### src/wave_pkg.sv
package wave_pkg;

	localparam int NUM_CH = 4;
	localparam int ADDR_WID = 32;
	localparam int RAM_WORD_WID = 32;

	// DAC data bits, taken from the low end of a memory word
	localparam int SAMPLE_WID = 20;
	localparam int FRAME_WID = 24;
	localparam int CMD_WID = FRAME_WID - SAMPLE_WID;
	localparam int LEN_WID = 16;
	localparam int TIMER_WID = 32;

	// byte step between consecutive samples
	localparam int SAMPLE_BYTES = 4;

	// SPI timing in system clock cycles
	localparam int SCK_HALF = 2;
	localparam int SS_SETUP = 3;

	typedef enum logic [1:0] {
		IDLE,
		WAIT_PERIOD,
		FETCH,
		SEND
	} chan_state_e;

	// NOP is reserved by the DAC
	typedef enum logic [CMD_WID-1:0] {
		NOP = 4'b0000,
		WRITE_UPDATE = 4'b0001
	} dac_cmd_e;

endpackage

### src/wave_regs_pkg.sv
package wave_regs_pkg;

	localparam int AXI_ADDR_WID = 8;
	localparam int AXI_DATA_WID = 32;

	// one block of registers per channel
	localparam int CH_STRIDE = 16;
	localparam logic [3:0] REG_CTRL = 4'h0;
	localparam logic [3:0] REG_START = 4'h4;
	localparam logic [3:0] REG_LEN = 4'h8;
	localparam logic [3:0] REG_PERIOD = 4'hC;

	// busy in the low bits, sticky sweep-done from bit 8
	localparam logic [AXI_ADDR_WID-1:0] REG_STATUS = 8'h40;
	localparam int STAT_DONE_LSB = 8;

	localparam logic [1:0] RESP_OKAY = 2'b00;
	localparam logic [1:0] RESP_SLVERR = 2'b10;

	typedef enum logic [1:0] {
		AXI_IDLE,
		AXI_WRESP,
		AXI_RDATA
	} axi_state_e;

endpackage

### src/dac_spi_tx.sv
module dac_spi_tx
	import wave_pkg::*;
(
	input  logic                 clk,
	input  logic                 arst_n,
	input  logic                 start,
	input  logic [FRAME_WID-1:0] frame,
	output logic                 done,
	output logic                 sck,
	output logic                 mosi,
	output logic                 ss_n
);
	localparam int BIT_CYC = 2 * SCK_HALF;
	localparam int SHIFT_CYC = FRAME_WID * BIT_CYC;
	localparam int TOTAL_CYC = SS_SETUP + SHIFT_CYC + SS_SETUP;
	localparam int CNT_WID = $clog2(TOTAL_CYC);

	logic active;
	logic [CNT_WID-1:0] cnt;
	logic [CNT_WID-1:0] cnt_nxt;
	logic [CNT_WID-1:0] pos;
	logic in_shift;
	logic sck_nxt;
	logic rise_nxt;
	logic [FRAME_WID-1:0] shreg;

	// cnt is the index of the current cycle with ss_n low
	assign cnt_nxt = cnt + 1'b1;
	assign pos = cnt_nxt - CNT_WID'(SS_SETUP);
	assign in_shift = cnt_nxt >= CNT_WID'(SS_SETUP) && cnt_nxt < CNT_WID'(SS_SETUP + SHIFT_CYC);
	// high half first, data moves on the rising edge
	assign sck_nxt = in_shift && ((int'(pos) % BIT_CYC) < SCK_HALF);
	assign rise_nxt = in_shift && ((int'(pos) % BIT_CYC) == 0);

	always_ff @(posedge clk or negedge arst_n) begin
		if (!arst_n) begin
			active <= 1'b0;
			cnt <= '0;
			done <= 1'b0;
			sck <= 1'b0;
			mosi <= 1'b0;
			ss_n <= 1'b1;
		end else begin
			done <= 1'b0;
			if (!active) begin
				if (start) begin
					active <= 1'b1;
					cnt <= '0;
					ss_n <= 1'b0;
				end
			end else if (cnt == CNT_WID'(TOTAL_CYC - 1)) begin
				active <= 1'b0;
				done <= 1'b1;
				ss_n <= 1'b1;
				sck <= 1'b0;
				mosi <= 1'b0;
			end else begin
				cnt <= cnt_nxt;
				sck <= sck_nxt;
				if (rise_nxt)
					mosi <= shreg[FRAME_WID-1];
			end
		end
	end

	// msb first
	always_ff @(posedge clk) begin
		if (!active && start)
			shreg <= frame;
		else if (active && rise_nxt)
			shreg <= shreg << 1;
	end

endmodule

### src/ram_arbiter.sv
module ram_arbiter
	import wave_pkg::*;
(
	input  logic                       clk,
	input  logic                       arst_n,
	input  logic [NUM_CH-1:0]          req,
	input  logic [NUM_CH*ADDR_WID-1:0] req_addr,
	output logic [NUM_CH-1:0]          rd_valid,
	output logic [ADDR_WID-1:0]        ram_addr,
	output logic                       ram_read,
	input  logic                       ram_valid
);
	localparam int SEL_WID = $clog2(NUM_CH);

	logic busy;
	logic found;
	logic [SEL_WID-1:0] ptr;
	logic [SEL_WID-1:0] owner;
	logic [SEL_WID-1:0] winner;

	// first requester at or after the pointer
	always_comb begin : pick
		logic [SEL_WID-1:0] cand;
		found = 1'b0;
		winner = ptr;
		for (int i = 0; i < NUM_CH; i++) begin
			cand = SEL_WID'((int'(ptr) + i) % NUM_CH);
			if (!found && req[cand]) begin
				found = 1'b1;
				winner = cand;
			end
		end
	end

	assign rd_valid = (busy && ram_valid) ? NUM_CH'(1) << owner : '0;

	always_ff @(posedge clk or negedge arst_n) begin
		if (!arst_n) begin
			busy <= 1'b0;
			ptr <= '0;
			owner <= '0;
			ram_read <= 1'b0;
		end else begin
			ram_read <= 1'b0;
			if (!busy) begin
				if (found) begin
					busy <= 1'b1;
					owner <= winner;
					ram_read <= 1'b1;
				end
			end else if (ram_valid) begin
				busy <= 1'b0;
				ptr <= (owner == SEL_WID'(NUM_CH - 1)) ? '0 : owner + 1'b1;
			end
		end
	end

	always_ff @(posedge clk) begin
		if (!busy && found)
			ram_addr <= req_addr[winner*ADDR_WID +: ADDR_WID];
	end

endmodule

### src/wave_channel.sv
module wave_channel
	import wave_pkg::*;
(
	input  logic                    clk,
	input  logic                    arst_n,
	input  logic                    arm,
	input  logic [ADDR_WID-1:0]     start_addr,
	input  logic [LEN_WID-1:0]      sample_len,
	input  logic [TIMER_WID-1:0]    period,
	output logic                    req,
	output logic [ADDR_WID-1:0]     req_addr,
	input  logic                    rd_valid,
	input  logic [RAM_WORD_WID-1:0] ram_word,
	output logic                    busy,
	output logic                    sweep_done,
	output logic                    dac_sck,
	output logic                    dac_mosi,
	output logic                    dac_ss_n
);
	chan_state_e state;
	logic [TIMER_WID-1:0] timer;
	logic [LEN_WID-1:0] idx;
	logic [LEN_WID:0] idx_inc;
	logic last_sample;
	logic [FRAME_WID-1:0] frame;
	logic tx_start;
	logic tx_done;

	assign idx_inc = {1'b0, idx} + 1'b1;
	// a count of 0 ends the sweep after one sample
	assign last_sample = idx_inc >= {1'b0, sample_len};
	assign busy = state != IDLE;

	always_ff @(posedge clk or negedge arst_n) begin
		if (!arst_n) begin
			state <= IDLE;
			timer <= '0;
			idx <= '0;
			req <= 1'b0;
			req_addr <= '0;
			tx_start <= 1'b0;
			sweep_done <= 1'b0;
		end else begin
			tx_start <= 1'b0;
			sweep_done <= 1'b0;
			case (state)
				IDLE: begin
					if (arm) begin
						state <= WAIT_PERIOD;
						timer <= period;
						idx <= '0;
						req_addr <= start_addr;
					end
				end
				WAIT_PERIOD: begin
					if (!arm) begin
						state <= IDLE;
					end else if (timer == '0) begin
						state <= FETCH;
						req <= 1'b1;
					end else begin
						timer <= timer - 1'b1;
					end
				end
				// request stays up until the word comes back
				FETCH: begin
					if (rd_valid) begin
						state <= SEND;
						req <= 1'b0;
						tx_start <= 1'b1;
					end
				end
				SEND: begin
					if (tx_done) begin
						if (last_sample) begin
							sweep_done <= 1'b1;
							idx <= '0;
							req_addr <= start_addr;
						end else begin
							idx <= idx_inc[LEN_WID-1:0];
							req_addr <= req_addr + ADDR_WID'(SAMPLE_BYTES);
						end
						if (arm) begin
							state <= WAIT_PERIOD;
							timer <= period;
						end else begin
							state <= IDLE;
						end
					end
				end
				default: state <= IDLE;
			endcase
		end
	end

	always_ff @(posedge clk) begin
		if (state == FETCH && rd_valid)
			frame <= {WRITE_UPDATE, ram_word[SAMPLE_WID-1:0]};
	end

	dac_spi_tx i_spi (
		.clk    (clk),
		.arst_n (arst_n),
		.start  (tx_start),
		.frame  (frame),
		.done   (tx_done),
		.sck    (dac_sck),
		.mosi   (dac_mosi),
		.ss_n   (dac_ss_n)
	);

endmodule

### src/wave_regs.sv
module wave_regs
	import wave_pkg::*, wave_regs_pkg::*;
(
	input  logic                        clk,
	input  logic                        arst_n,
	input  logic [AXI_ADDR_WID-1:0]     s_axi_awaddr,
	input  logic                        s_axi_awvalid,
	output logic                        s_axi_awready,
	input  logic [AXI_DATA_WID-1:0]     s_axi_wdata,
	input  logic [AXI_DATA_WID/8-1:0]   s_axi_wstrb,
	input  logic                        s_axi_wvalid,
	output logic                        s_axi_wready,
	output logic [1:0]                  s_axi_bresp,
	output logic                        s_axi_bvalid,
	input  logic                        s_axi_bready,
	input  logic [AXI_ADDR_WID-1:0]     s_axi_araddr,
	input  logic                        s_axi_arvalid,
	output logic                        s_axi_arready,
	output logic [AXI_DATA_WID-1:0]     s_axi_rdata,
	output logic [1:0]                  s_axi_rresp,
	output logic                        s_axi_rvalid,
	input  logic                        s_axi_rready,
	output logic [NUM_CH-1:0]           arm,
	output logic [NUM_CH*ADDR_WID-1:0]  start_addr,
	output logic [NUM_CH*LEN_WID-1:0]   sample_len,
	output logic [NUM_CH*TIMER_WID-1:0] period,
	input  logic [NUM_CH-1:0]           busy,
	input  logic [NUM_CH-1:0]           sweep_done
);
	localparam int OFF_WID = $clog2(CH_STRIDE);
	localparam int SEL_WID = $clog2(NUM_CH);

	axi_state_e state;
	logic wr_go;
	logic rd_go;
	logic wr_cfg;
	logic [SEL_WID-1:0] wr_ch;
	logic [OFF_WID-1:0] wr_off;
	logic [AXI_DATA_WID-1:0] wr_merged;
	logic [NUM_CH-1:0] done_flag;
	logic [NUM_CH-1:0] done_clr;

	function automatic logic addr_hit(input logic [AXI_ADDR_WID-1:0] addr);
		logic [OFF_WID-1:0] off;
		off = addr[OFF_WID-1:0];
		if (addr == REG_STATUS)
			return 1'b1;
		if (int'(addr) >= NUM_CH * CH_STRIDE)
			return 1'b0;
		return off == REG_CTRL || off == REG_START || off == REG_LEN || off == REG_PERIOD;
	endfunction

	// current contents of a register, 0 when unmapped
	function automatic logic [AXI_DATA_WID-1:0] reg_value(input logic [AXI_ADDR_WID-1:0] addr);
		logic [SEL_WID-1:0] ch;
		logic [AXI_DATA_WID-1:0] val;
		ch = addr[OFF_WID +: SEL_WID];
		val = '0;
		if (addr == REG_STATUS) begin
			val[NUM_CH-1:0] = busy;
			val[STAT_DONE_LSB +: NUM_CH] = done_flag;
		end else if (addr_hit(addr)) begin
			case (addr[OFF_WID-1:0])
				REG_CTRL: val[0] = arm[ch];
				REG_START: val = AXI_DATA_WID'(start_addr[ch*ADDR_WID +: ADDR_WID]);
				REG_LEN: val = AXI_DATA_WID'(sample_len[ch*LEN_WID +: LEN_WID]);
				default: val = AXI_DATA_WID'(period[ch*TIMER_WID +: TIMER_WID]);
			endcase
		end
		return val;
	endfunction

	assign wr_go = state == AXI_IDLE && s_axi_awvalid && s_axi_wvalid;
	// a write in the same cycle wins
	assign rd_go = state == AXI_IDLE && s_axi_arvalid && !wr_go;
	assign s_axi_awready = wr_go;
	assign s_axi_wready = wr_go;
	assign s_axi_arready = rd_go;
	assign wr_ch = s_axi_awaddr[OFF_WID +: SEL_WID];
	assign wr_off = s_axi_awaddr[OFF_WID-1:0];

	always_comb begin
		wr_merged = reg_value(s_axi_awaddr);
		for (int b = 0; b < AXI_DATA_WID / 8; b++) begin
			if (s_axi_wstrb[b])
				wr_merged[8*b +: 8] = s_axi_wdata[8*b +: 8];
		end
		wr_cfg = wr_go && addr_hit(s_axi_awaddr) && s_axi_awaddr != REG_STATUS;
		done_clr = '0;
		if (wr_go && s_axi_awaddr == REG_STATUS && s_axi_wstrb[STAT_DONE_LSB / 8])
			done_clr = s_axi_wdata[STAT_DONE_LSB +: NUM_CH];
	end

	always_ff @(posedge clk or negedge arst_n) begin
		if (!arst_n) begin
			state <= AXI_IDLE;
			s_axi_bvalid <= 1'b0;
			s_axi_rvalid <= 1'b0;
		end else begin
			case (state)
				AXI_IDLE: begin
					if (wr_go) begin
						state <= AXI_WRESP;
						s_axi_bvalid <= 1'b1;
					end else if (rd_go) begin
						state <= AXI_RDATA;
						s_axi_rvalid <= 1'b1;
					end
				end
				AXI_WRESP: begin
					if (s_axi_bready) begin
						state <= AXI_IDLE;
						s_axi_bvalid <= 1'b0;
					end
				end
				AXI_RDATA: begin
					if (s_axi_rready) begin
						state <= AXI_IDLE;
						s_axi_rvalid <= 1'b0;
					end
				end
				default: state <= AXI_IDLE;
			endcase
		end
	end

	always_ff @(posedge clk) begin
		if (wr_go)
			s_axi_bresp <= addr_hit(s_axi_awaddr) ? RESP_OKAY : RESP_SLVERR;
		if (rd_go) begin
			s_axi_rdata <= reg_value(s_axi_araddr);
			s_axi_rresp <= addr_hit(s_axi_araddr) ? RESP_OKAY : RESP_SLVERR;
		end
	end

	always_ff @(posedge clk or negedge arst_n) begin
		if (!arst_n) begin
			arm <= '0;
			start_addr <= '0;
			sample_len <= '0;
			period <= '0;
			done_flag <= '0;
		end else begin
			// new pulse beats a clear
			done_flag <= (done_flag & ~done_clr) | sweep_done;
			if (wr_cfg) begin
				case (wr_off)
					REG_CTRL: arm[wr_ch] <= wr_merged[0];
					REG_START: start_addr[wr_ch*ADDR_WID +: ADDR_WID] <= wr_merged[ADDR_WID-1:0];
					REG_LEN: sample_len[wr_ch*LEN_WID +: LEN_WID] <= wr_merged[LEN_WID-1:0];
					default: period[wr_ch*TIMER_WID +: TIMER_WID] <= wr_merged[TIMER_WID-1:0];
				endcase
			end
		end
	end

endmodule

### src/wave_top.sv
module wave_top
	import wave_pkg::*, wave_regs_pkg::*;
(
	input  logic                      clk,
	input  logic                      arst_n,
	input  logic [AXI_ADDR_WID-1:0]   s_axi_awaddr,
	input  logic                      s_axi_awvalid,
	output logic                      s_axi_awready,
	input  logic [AXI_DATA_WID-1:0]   s_axi_wdata,
	input  logic [AXI_DATA_WID/8-1:0] s_axi_wstrb,
	input  logic                      s_axi_wvalid,
	output logic                      s_axi_wready,
	output logic [1:0]                s_axi_bresp,
	output logic                      s_axi_bvalid,
	input  logic                      s_axi_bready,
	input  logic [AXI_ADDR_WID-1:0]   s_axi_araddr,
	input  logic                      s_axi_arvalid,
	output logic                      s_axi_arready,
	output logic [AXI_DATA_WID-1:0]   s_axi_rdata,
	output logic [1:0]                s_axi_rresp,
	output logic                      s_axi_rvalid,
	input  logic                      s_axi_rready,
	output logic [ADDR_WID-1:0]       ram_addr,
	output logic                      ram_read,
	input  logic [RAM_WORD_WID-1:0]   ram_word,
	input  logic                      ram_valid,
	output logic [NUM_CH-1:0]         dac_sck,
	output logic [NUM_CH-1:0]         dac_mosi,
	output logic [NUM_CH-1:0]         dac_ss_n
);
	logic [NUM_CH-1:0] arm;
	logic [NUM_CH*ADDR_WID-1:0] start_addr;
	logic [NUM_CH*LEN_WID-1:0] sample_len;
	logic [NUM_CH*TIMER_WID-1:0] period;
	logic [NUM_CH-1:0] busy;
	logic [NUM_CH-1:0] sweep_done;
	logic [NUM_CH-1:0] req;
	logic [NUM_CH*ADDR_WID-1:0] req_addr;
	logic [NUM_CH-1:0] rd_valid;

	wave_regs i_regs (.*);

	for (genvar c = 0; c < NUM_CH; c++) begin : g_ch
		wave_channel i_chan (
			.clk        (clk),
			.arst_n     (arst_n),
			.arm        (arm[c]),
			.start_addr (start_addr[c*ADDR_WID +: ADDR_WID]),
			.sample_len (sample_len[c*LEN_WID +: LEN_WID]),
			.period     (period[c*TIMER_WID +: TIMER_WID]),
			.req        (req[c]),
			.req_addr   (req_addr[c*ADDR_WID +: ADDR_WID]),
			.rd_valid   (rd_valid[c]),
			.ram_word   (ram_word),
			.busy       (busy[c]),
			.sweep_done (sweep_done[c]),
			.dac_sck    (dac_sck[c]),
			.dac_mosi   (dac_mosi[c]),
			.dac_ss_n   (dac_ss_n[c])
		);
	end

	// one read in flight, word goes straight to every channel
	ram_arbiter i_arb (.*);

endmodule
### config.mk
export PLATFORM = sky130hd
export DESIGN_NAME = wave_top
export DESIGN_NICKNAME = d
export VERILOG_FILES = /design/src/wave_pkg.sv /design/src/wave_regs_pkg.sv /design/src/dac_spi_tx.sv /design/src/ram_arbiter.sv /design/src/wave_channel.sv /design/src/wave_regs.sv /design/src/wave_top.sv
export SDC_FILE = /design/constraint.sdc
export NUM_CORES = 2
export LEC_CHECK = 0
export ABC_CLOCK_PERIOD_IN_PS = 11500
export BUFFER_PORTS_ARGS = -buffer_cell sky130_fd_sc_hd__buf_2
export CORE_MARGIN = 3
export CORE_UTILIZATION = 28
export DETAILED_ROUTE_END_ITERATION = 7
export HOLD_SLACK_MARGIN = 0.03
export PLACE_DENSITY = 0.49
export SYNTH_ARGS = -nofsm -noshare
export SYNTH_HDL_FRONTEND = slang
export SYNTH_HIERARCHICAL = 1
export SYNTH_SLANG_ARGS = --single-unit
### constraint.sdc
create_clock -name clk -period 11.5 [get_ports clk]
set_input_delay 0.575 -clock clk [delete_from_list [all_inputs] [get_ports clk]]
set_output_delay 0.575 -clock clk [all_outputs]
set_load 0.02 [all_outputs]
==> Word level (Yosys, flattened, before mapping) <==
Cells that the tools add are included.
{ "word_totals": {"in_bits": 92, "output_inout_bits": 86, "reg_bits": 970, "wordCells": 639} }
{ "classes": {"shift": 12, "n_addsub": 26, "n_mux": 282, "bitwise_logic": 6, "n_reduce_logical": 137, "magnitude_cmp": 25, "eq_ne": 70} }
{ "ops": {"columns": ["cell", "n"], "rows": [
  ["32-bit two-way mux", 29],
  ["128-bit by 8-bit variable part select with 32-bit output", 5],
  ["32-bit case mux with 3 select lines", 4],
  ["128-bit bitwise mux", 2],
  ["32-bit logical NOT", 8],
  ["32-bit case mux with 2 select lines", 4],
  ["16-bit two-way mux", 12],
  ["31-bit case mux with 3 select lines", 2],
  ["1-bit two-way mux", 140],
  ["32-bit by 3-bit adder with 32-bit output, second input constant", 4],
  ["16-bit case mux with 2 select lines", 4],
  ["32-bit by 34-bit variable shift with 128-bit output, first input constant", 1],
  ["32-bit by 34-bit variable part select with 128-bit output", 1],
  ["64-bit by 7-bit variable part select with 16-bit output", 2],
  ["32-bit by 1-bit subtractor with 32-bit output, second input constant", 4],
  ["20-bit two-way mux", 5],
  ["24-bit two-way mux", 4],
  ["7-bit two-way mux", 12],
  ["16-bit by 1-bit adder with 17-bit output, second input constant", 4],
  ["17-bit by 16-bit greater-or-equal comparator with 1-bit output", 4],
  ["64-bit bitwise mux", 1],
  ["16-bit by 34-bit variable shift with 64-bit output, first input constant", 1],
  ["16-bit by 34-bit variable part select with 64-bit output", 1],
  ["2-bit two-way mux", 30],
  ["49 further kinds", 274]
]} }

==> Logic depth before layout (Yosys ltp) <==
{ "logic_depth": {"depth_word": 15, "depth_mapped": 18, "depth_no_buf": 15} }

==> Modules after synthesis <==
Netlist, hierarchy kept.
{ "by_module_without_submodules": {"columns": ["module", "n_inst", "seq_area_each_um2", "cells_per_inst", "area_per_inst_um2"], "rows": [
  ["wave_channel", 4, 2727.6, 717, 6219.7],
  ["wave_regs", 1, 9328.9, 1663, 19034.5],
  ["dac_spi_tx", 4, 1022.2, 187, 1774.2],
  ["ram_arbiter", 1, 1111.1, 255, 2363.5]
]} }

==> Least setup slack after synthesis <==
No wires, ideal clock.
{ "synth_timing": {"path_kind": "input -> output", "startpoint": "input port s_axi_awvalid", "endpoint": "output port s_axi_arready", "arrival_time_ns": 4.034, "n_path_buf": 2, "cell_stages": 5, "slack_ns": 6.891, "path_cell_list": "nor4bb_1 clkbuf_1 clkbuf_1 nand2b_1 nor3_1"} }
{ "synth_via": {"elab_chain_len": 4} }
{ "synth_lines": {"columns": ["element", "line", "rtl"], "rows": [
  ["from (decl)", "wave_top.sv:7", "input logic s_axi_awvalid,"],
  ["1-bit logical AND (2 in series)", "wave_regs.sv:73", "assign wr_go = state == AXI_IDLE && s_axi_awvalid && s_axi_wvalid;"],
  ["named net s_axi_awready", "wave_top.sv:8", "output logic s_axi_awready,"],
  ["1-bit logical NOT", "wave_regs.sv:75", "assign rd_go = state == AXI_IDLE && s_axi_arvalid && !wr_go;"],
  ["1-bit logical AND", "wave_regs.sv:75", null],
  ["to (decl)", "wave_top.sv:18", "output logic s_axi_arready,"]
]} }
The timed path passes the listed nets, and every way through them passes these cells.

==> Worst setup path in the final report <==
{ "layout_timing": {"startpoint": "register g_ch[0].i_chan.idx[2]", "endpoint": "register g_ch[0].i_chan.req_addr[22]"} }
{ "layout_via": {"elab_chain_len": 5} }
{ "layout_lines": {"columns": ["element", "line", "rtl"], "rows": [
  ["from (decl)", "wave_channel.sv:22", "logic [LEN_WID-1:0] idx;"],
  ["from (signal assigned)", "wave_channel.sv:80", "idx <= idx_inc[LEN_WID-1:0];"],
  ["16-bit by 1-bit adder with 17-bit output", "wave_channel.sv:29", "assign idx_inc = {1'b0, idx} + 1'b1;"],
  ["17-bit by 16-bit greater-or-equal comparator with 1-bit output", "wave_channel.sv:31", "assign last_sample = idx_inc >= {1'b0, sample_len};"],
  ["32-bit two-way mux", "wave_channel.sv:75", "if (last_sample) begin"],
  ["32-bit two-way mux", "wave_channel.sv:74", "if (tx_done) begin"],
  ["32-bit case mux with 2 select lines", "wave_channel.sv:46", "case (state)"],
  ["to (signal assigned)", "wave_channel.sv:52", "req_addr <= start_addr;"],
  ["to (signal assigned)", "wave_channel.sv:78", "req_addr <= start_addr;"],
  ["to (signal assigned)", "wave_channel.sv:81", "req_addr <= req_addr + ADDR_WID'(SAMPLE_BYTES);"],
  ["to (decl)", "wave_channel.sv:11", "output logic [ADDR_WID-1:0] req_addr,"]
]} }
No other way between the ends. The select of a mux whose other input is x is not followed.
A chain may end at the register's enable or synchronous reset.

==> summary.md <==
| Metric | Value |
|---|---|
| Outcome | complete, no violations |
| Slew Limit Fails | 0 |
| Actual slew at the worst max-slew pin | 1.33 ns |
| Design Area, Final | 0.0606 mm^2 |
| First-pass detailed-route iteration total | 6 |
| Crit end category | flop |
| Slew HR | 0.114 |
| Unrepaired setup endpoints after global routing | no |
| Share of cells above drive strength 1 | 0.137 |
| # Max-Cap Violations | 0 |
| DR top layer | met5 |
| Achievable frequency | 196 MHz |
| I/O Pins | 178 |
| Post-DP HPWL | 144000 um |
| Setup slack, reg-to-reg | 6.39 ns |
| Power share of the sequential group | 0.431 |
| Insertion delay to the later sink of the worst-skew pair | 0.80 ns |
| Number of core rows | 159 |
| Die X | 443 um |
| Hold Vio Cnt, Final | 0 |
| Power Density | 143 mW/mm^2 |
| CTS tree | built |
| Vias | 44600 |
| Setup Skew | 0.0681 ns |
| Hold worst-path end | g_ch[2].i_chan/frame[3]$_DFFE_PP_ |
| Comb pwr share | 0.131 |
| Reg area | 0.0254 mm^2 |
| Pleak | 0.0242 uW |
| #FFs+latches synth | 968 |
| Detail Route met2 WL | 88200 um |
| Hold_buf cts | 19 |
| Switch Pwr | 2540 uW |
| Post-route ant nets | 0 |
| Layout area overhead | 13.5% |
| Internal Power | 6120 uW |
| Mapped Area | 0.0534 mm^2 |
| Number of synthesized flops with an enable pin | 242 |
| First-pass GRT wire length | 292000 um |
| Largest net degree at the start of global routing | 158 |
| TNS Setup | 0 ns |
| Port bufs | 163 |
| Routed wire per std cell | 24.4 um |
| Post-Syn Instances | 5534 |
| Clock sink count | 968 |
| # DRC | 0 |
| Async SR Flop Fraction | 0.750 |
| R2r startpoint | g_ch[0].i_chan/idx[2]$_DFFE_PN0P_ |
| Worst Setup Path Type | flop to flop |
| Vias in the first global route | 42300 |
| Final setup fails | 0 |
| Switching Share | 0.294 |
| Yosys top cell by area | dfrtp_1 |
| Reg-to-reg endpoint | g_ch[0].i_chan/req_addr[22]$_DFFE_PN0P_ |
| Vias per cell | 5.47 |
| CP max FO | 37 |
| Post-DP Area | 0.0565 mm^2 |
| # H-tree levels | 3 |
| Total wire length | 198000 um |
| Initial antenna violation count | 11 |
| Ys Warns | 6 |
| Clock Path Buffers | 3 |
| Post-CTS Setup Inserts | 0 |
| Period minus WS final | 5.11 ns |
| Critical path required time | 12.14 ns |
| Wire length on met3 | 15400 um |
| Main area contributors after synthesis | dfrtp_1 34%, edfxtp_1 14%, nand2_1 7.0% |
| Sequential share of the synthesized area | 0.477 |
| Fill count | 19400 |
| Initial Utilization | 0.283 |
| Worst path arrival time | 5.75 ns |
| Maximum vdd ir drop | 0.119 mV |
| R2R depth | 12 |
| Clk root buf | clkbuf_16 |
| Worst Hold Depth | 1 |
| Hold path start | ram_word[3] |
| Core ar. | 0.189 mm^2 |
| Synth top area share | 0.339 |
| Worst-path clk slew | 0.06 ns |
| Die height | 443 um |
| Clock Power Share | 0.438 |
| Most used DFF post-synth | dfrtp_1 |
| Crit share post-route | 0.444 |
| GRT Total Usage | 0.197 |
| Post-synth cell types | 87 |
| GPL Wtd Cong | 0.991 |
| Starting DRT DRC Count | 5053 |
| Crit path launch | g_ch[0].i_chan/idx[2]$_DFFE_PN0P_ |
| Nets | 5736 |
| Worst hold path class | primary input to flop |
| CTS buffer count | 114 |
| Full die area | 0.196 mm^2 |
| Wire length on met1 | 85600 um |
| Total grt overflow | 0 |
| Worst hold slack | 0.0804 ns |
| CP Launch Type | flop |
| Area of the multi-input gates | 0.0257 mm^2 |
| Syn avg cell area | 9.64 um^2 |
| CTS-repair resized insts | 0 |
-- Yosys cell counts (all sizes together) (16+ instances only) --
cell / count
a22o: 128
o22ai: 59
o21a: 17
dfrtp: 722
a22oi: 80
mux2: 55
and4: 16
nor3: 148
and3: 49
o32ai: 17
or2: 30
edfxtp: 242
nand4: 104
nor2b: 32
or3: 38
o31ai: 21
and2: 23
inv: 174
clkbuf: 233
buf: 153
a21oi: 336
xnor2: 32
o21ai: 479
o211ai: 20
nand2b: 33
a31oi: 36
nand3: 269
mux2i: 62
o2bb2ai: 32
nand2: 1000
o22a: 36
nor4: 48
nor2: 300
mux4: 143
ha: 98
a32oi: 32
or4: 77
xor2: 24
-- state kept, by name (all words and copies together) (netlist names), 28 cells and up, named ones only --
| signal | cells |
|---|---|
| i_regs/s_axi_rdata | 32 |
| g_ch.i_chan/i_spi/shreg | 96 |
| g_ch.i_chan/req_addr | 128 |
| g_ch.i_chan/idx | 64 |
| i_regs/period | 128 |
| g_ch.i_chan/timer | 128 |
| g_ch.i_chan/i_spi/cnt | 28 |
| i_arb/ram_addr | 32 |
| i_regs/start_addr | 128 |
| i_regs/sample_len | 64 |
| g_ch.i_chan/frame | 80 |
-- worst max-delay path by stage --
| stage | end | slack, ns |
|---|---|---|
| floorplan | s_axi_arready | 6.89 |
| global placement | g_ch[0].i_chan/req_addr[0]$_DFFE_PN0P_ | 6.55 |
| detailed placement | g_ch[0].i_chan/req_addr[0]$_DFFE_PN0P_ | 6.56 |
| CTS | g_ch[0].i_chan/req_addr[22]$_DFFE_PN0P_ | 6.52 |
| global route | g_ch[0].i_chan/req_addr[22]$_DFFE_PN0P_ | 6.06 |
| finish | g_ch[0].i_chan/req_addr[22]$_DFFE_PN0P_ | 6.39 |
-- cells by family (layout without fill, tap and decap cells) --
family | after synthesis | after routing | share of synthesized area
AND/OR/NAND/NOR | 2202 | 2202 | 0.196
AO/OA/AOI/OAI | 1381 | 1381 | 0.166
flip-flops | 968 | 968 | 0.477
buffers and inverters | 560 | 661 | 0.0451
multiplexers | 260 | 260 | 0.0836
adder cells (fa/ha/maj) | 98 | 98 | 0.0230
XOR/XNOR | 56 | 56 | 0.00919
other | 9 | 23 | 0.000633
-- per-layer routing --
metal,vias up,global-route usage
li1,20300,-
met1,22300,0.270
met2,1632,0.300
met3,334,0.0409
met4,6,0.0869
met5,-,0
-- power groups by stage --
stage | clock network [uW] | registers [uW] | logic [uW]
finish | 3800 | 3740 | 1130
global route | 4030 | 3750 | 1220
CTS | 3890 | 3730 | 1140
detailed placement | 0 | 3800 | 1130
global placement | 0 | 3790 | 1130
floorplan | 0 | 3820 | 648
-- layout by cell type, fill, tap and decap left out, types with 20 or more instances in the layout --
| master | count |
|---|---|
| a21oi_1 | 311 |
| a21oi_2 | 21 |
| a22o_1 | 127 |
| a22oi_1 | 64 |
| a31oi_1 | 36 |
| a32oi_1 | 32 |
| and2_1 | 23 |
| and3_1 | 44 |
| buf_2 | 158 |
| buf_4 | 92 |
| clkbuf_1 | 30 |
| clkbuf_16 | 114 |
| clkinv_2 | 29 |
| dfrtp_1 | 722 |
| edfxtp_1 | 242 |
| ha_1 | 98 |
| inv_1 | 173 |
| mux2_2 | 54 |
| mux2i_1 | 62 |
| mux4_2 | 143 |
| nand2_1 | 999 |
| nand2b_1 | 32 |
| nand3_1 | 269 |
| nand4_1 | 104 |
| nor2_1 | 289 |
| nor2b_1 | 23 |
| nor3_1 | 134 |
| nor4_1 | 45 |
| o211ai_1 | 20 |
| o21ai_0 | 213 |
| o21ai_1 | 257 |
| o22a_1 | 36 |
| o22ai_1 | 59 |
| o2bb2ai_1 | 32 |
| o31ai_1 | 21 |
| or3_1 | 38 |
| or4_1 | 65 |
| xnor2_1 | 32 |
| xor2_1 | 24 |
-- per-stage QoR --
stage	worst slack, ns	utilization	std cells	power (uW)
final	6.39	0.321	8144	8660
after floorplan	6.89	-	5543	4470
after detailed placement	6.56	0.300	7906	4930
after CTS	6.52	0.321	8139	8770
after global routing	6.06	0.321	8141	9000
after global placement	6.55	0.300	7906	4920
-- worst max-delay path: stages (launching register included) --
cell	delay (ns)
dfrtp_1	0.43
and3_1	0.18
nand3_1	0.17
or3_1	0.50
o21ai_0	0.19
nand2_1	0.08
ha_1	0.18
a31oi_1	0.58
nand3_1	0.81
nor2_4	0.57
buf_4	0.47
nor2_1	0.37
a211o_1	0.37
-- layout make-up --
cell class	instances	area share
multi-input combinational	4015	0.425
sequential	968	0.420
clock buffer	159	0.0523
tap	2495	0.0515
timing repair buffer	273	0.0287
clock inverter	55	0.0121
inverter	174	0.0108
antenna	5	0.000206
Note: power is estimated with default switching activity, not from simulation.
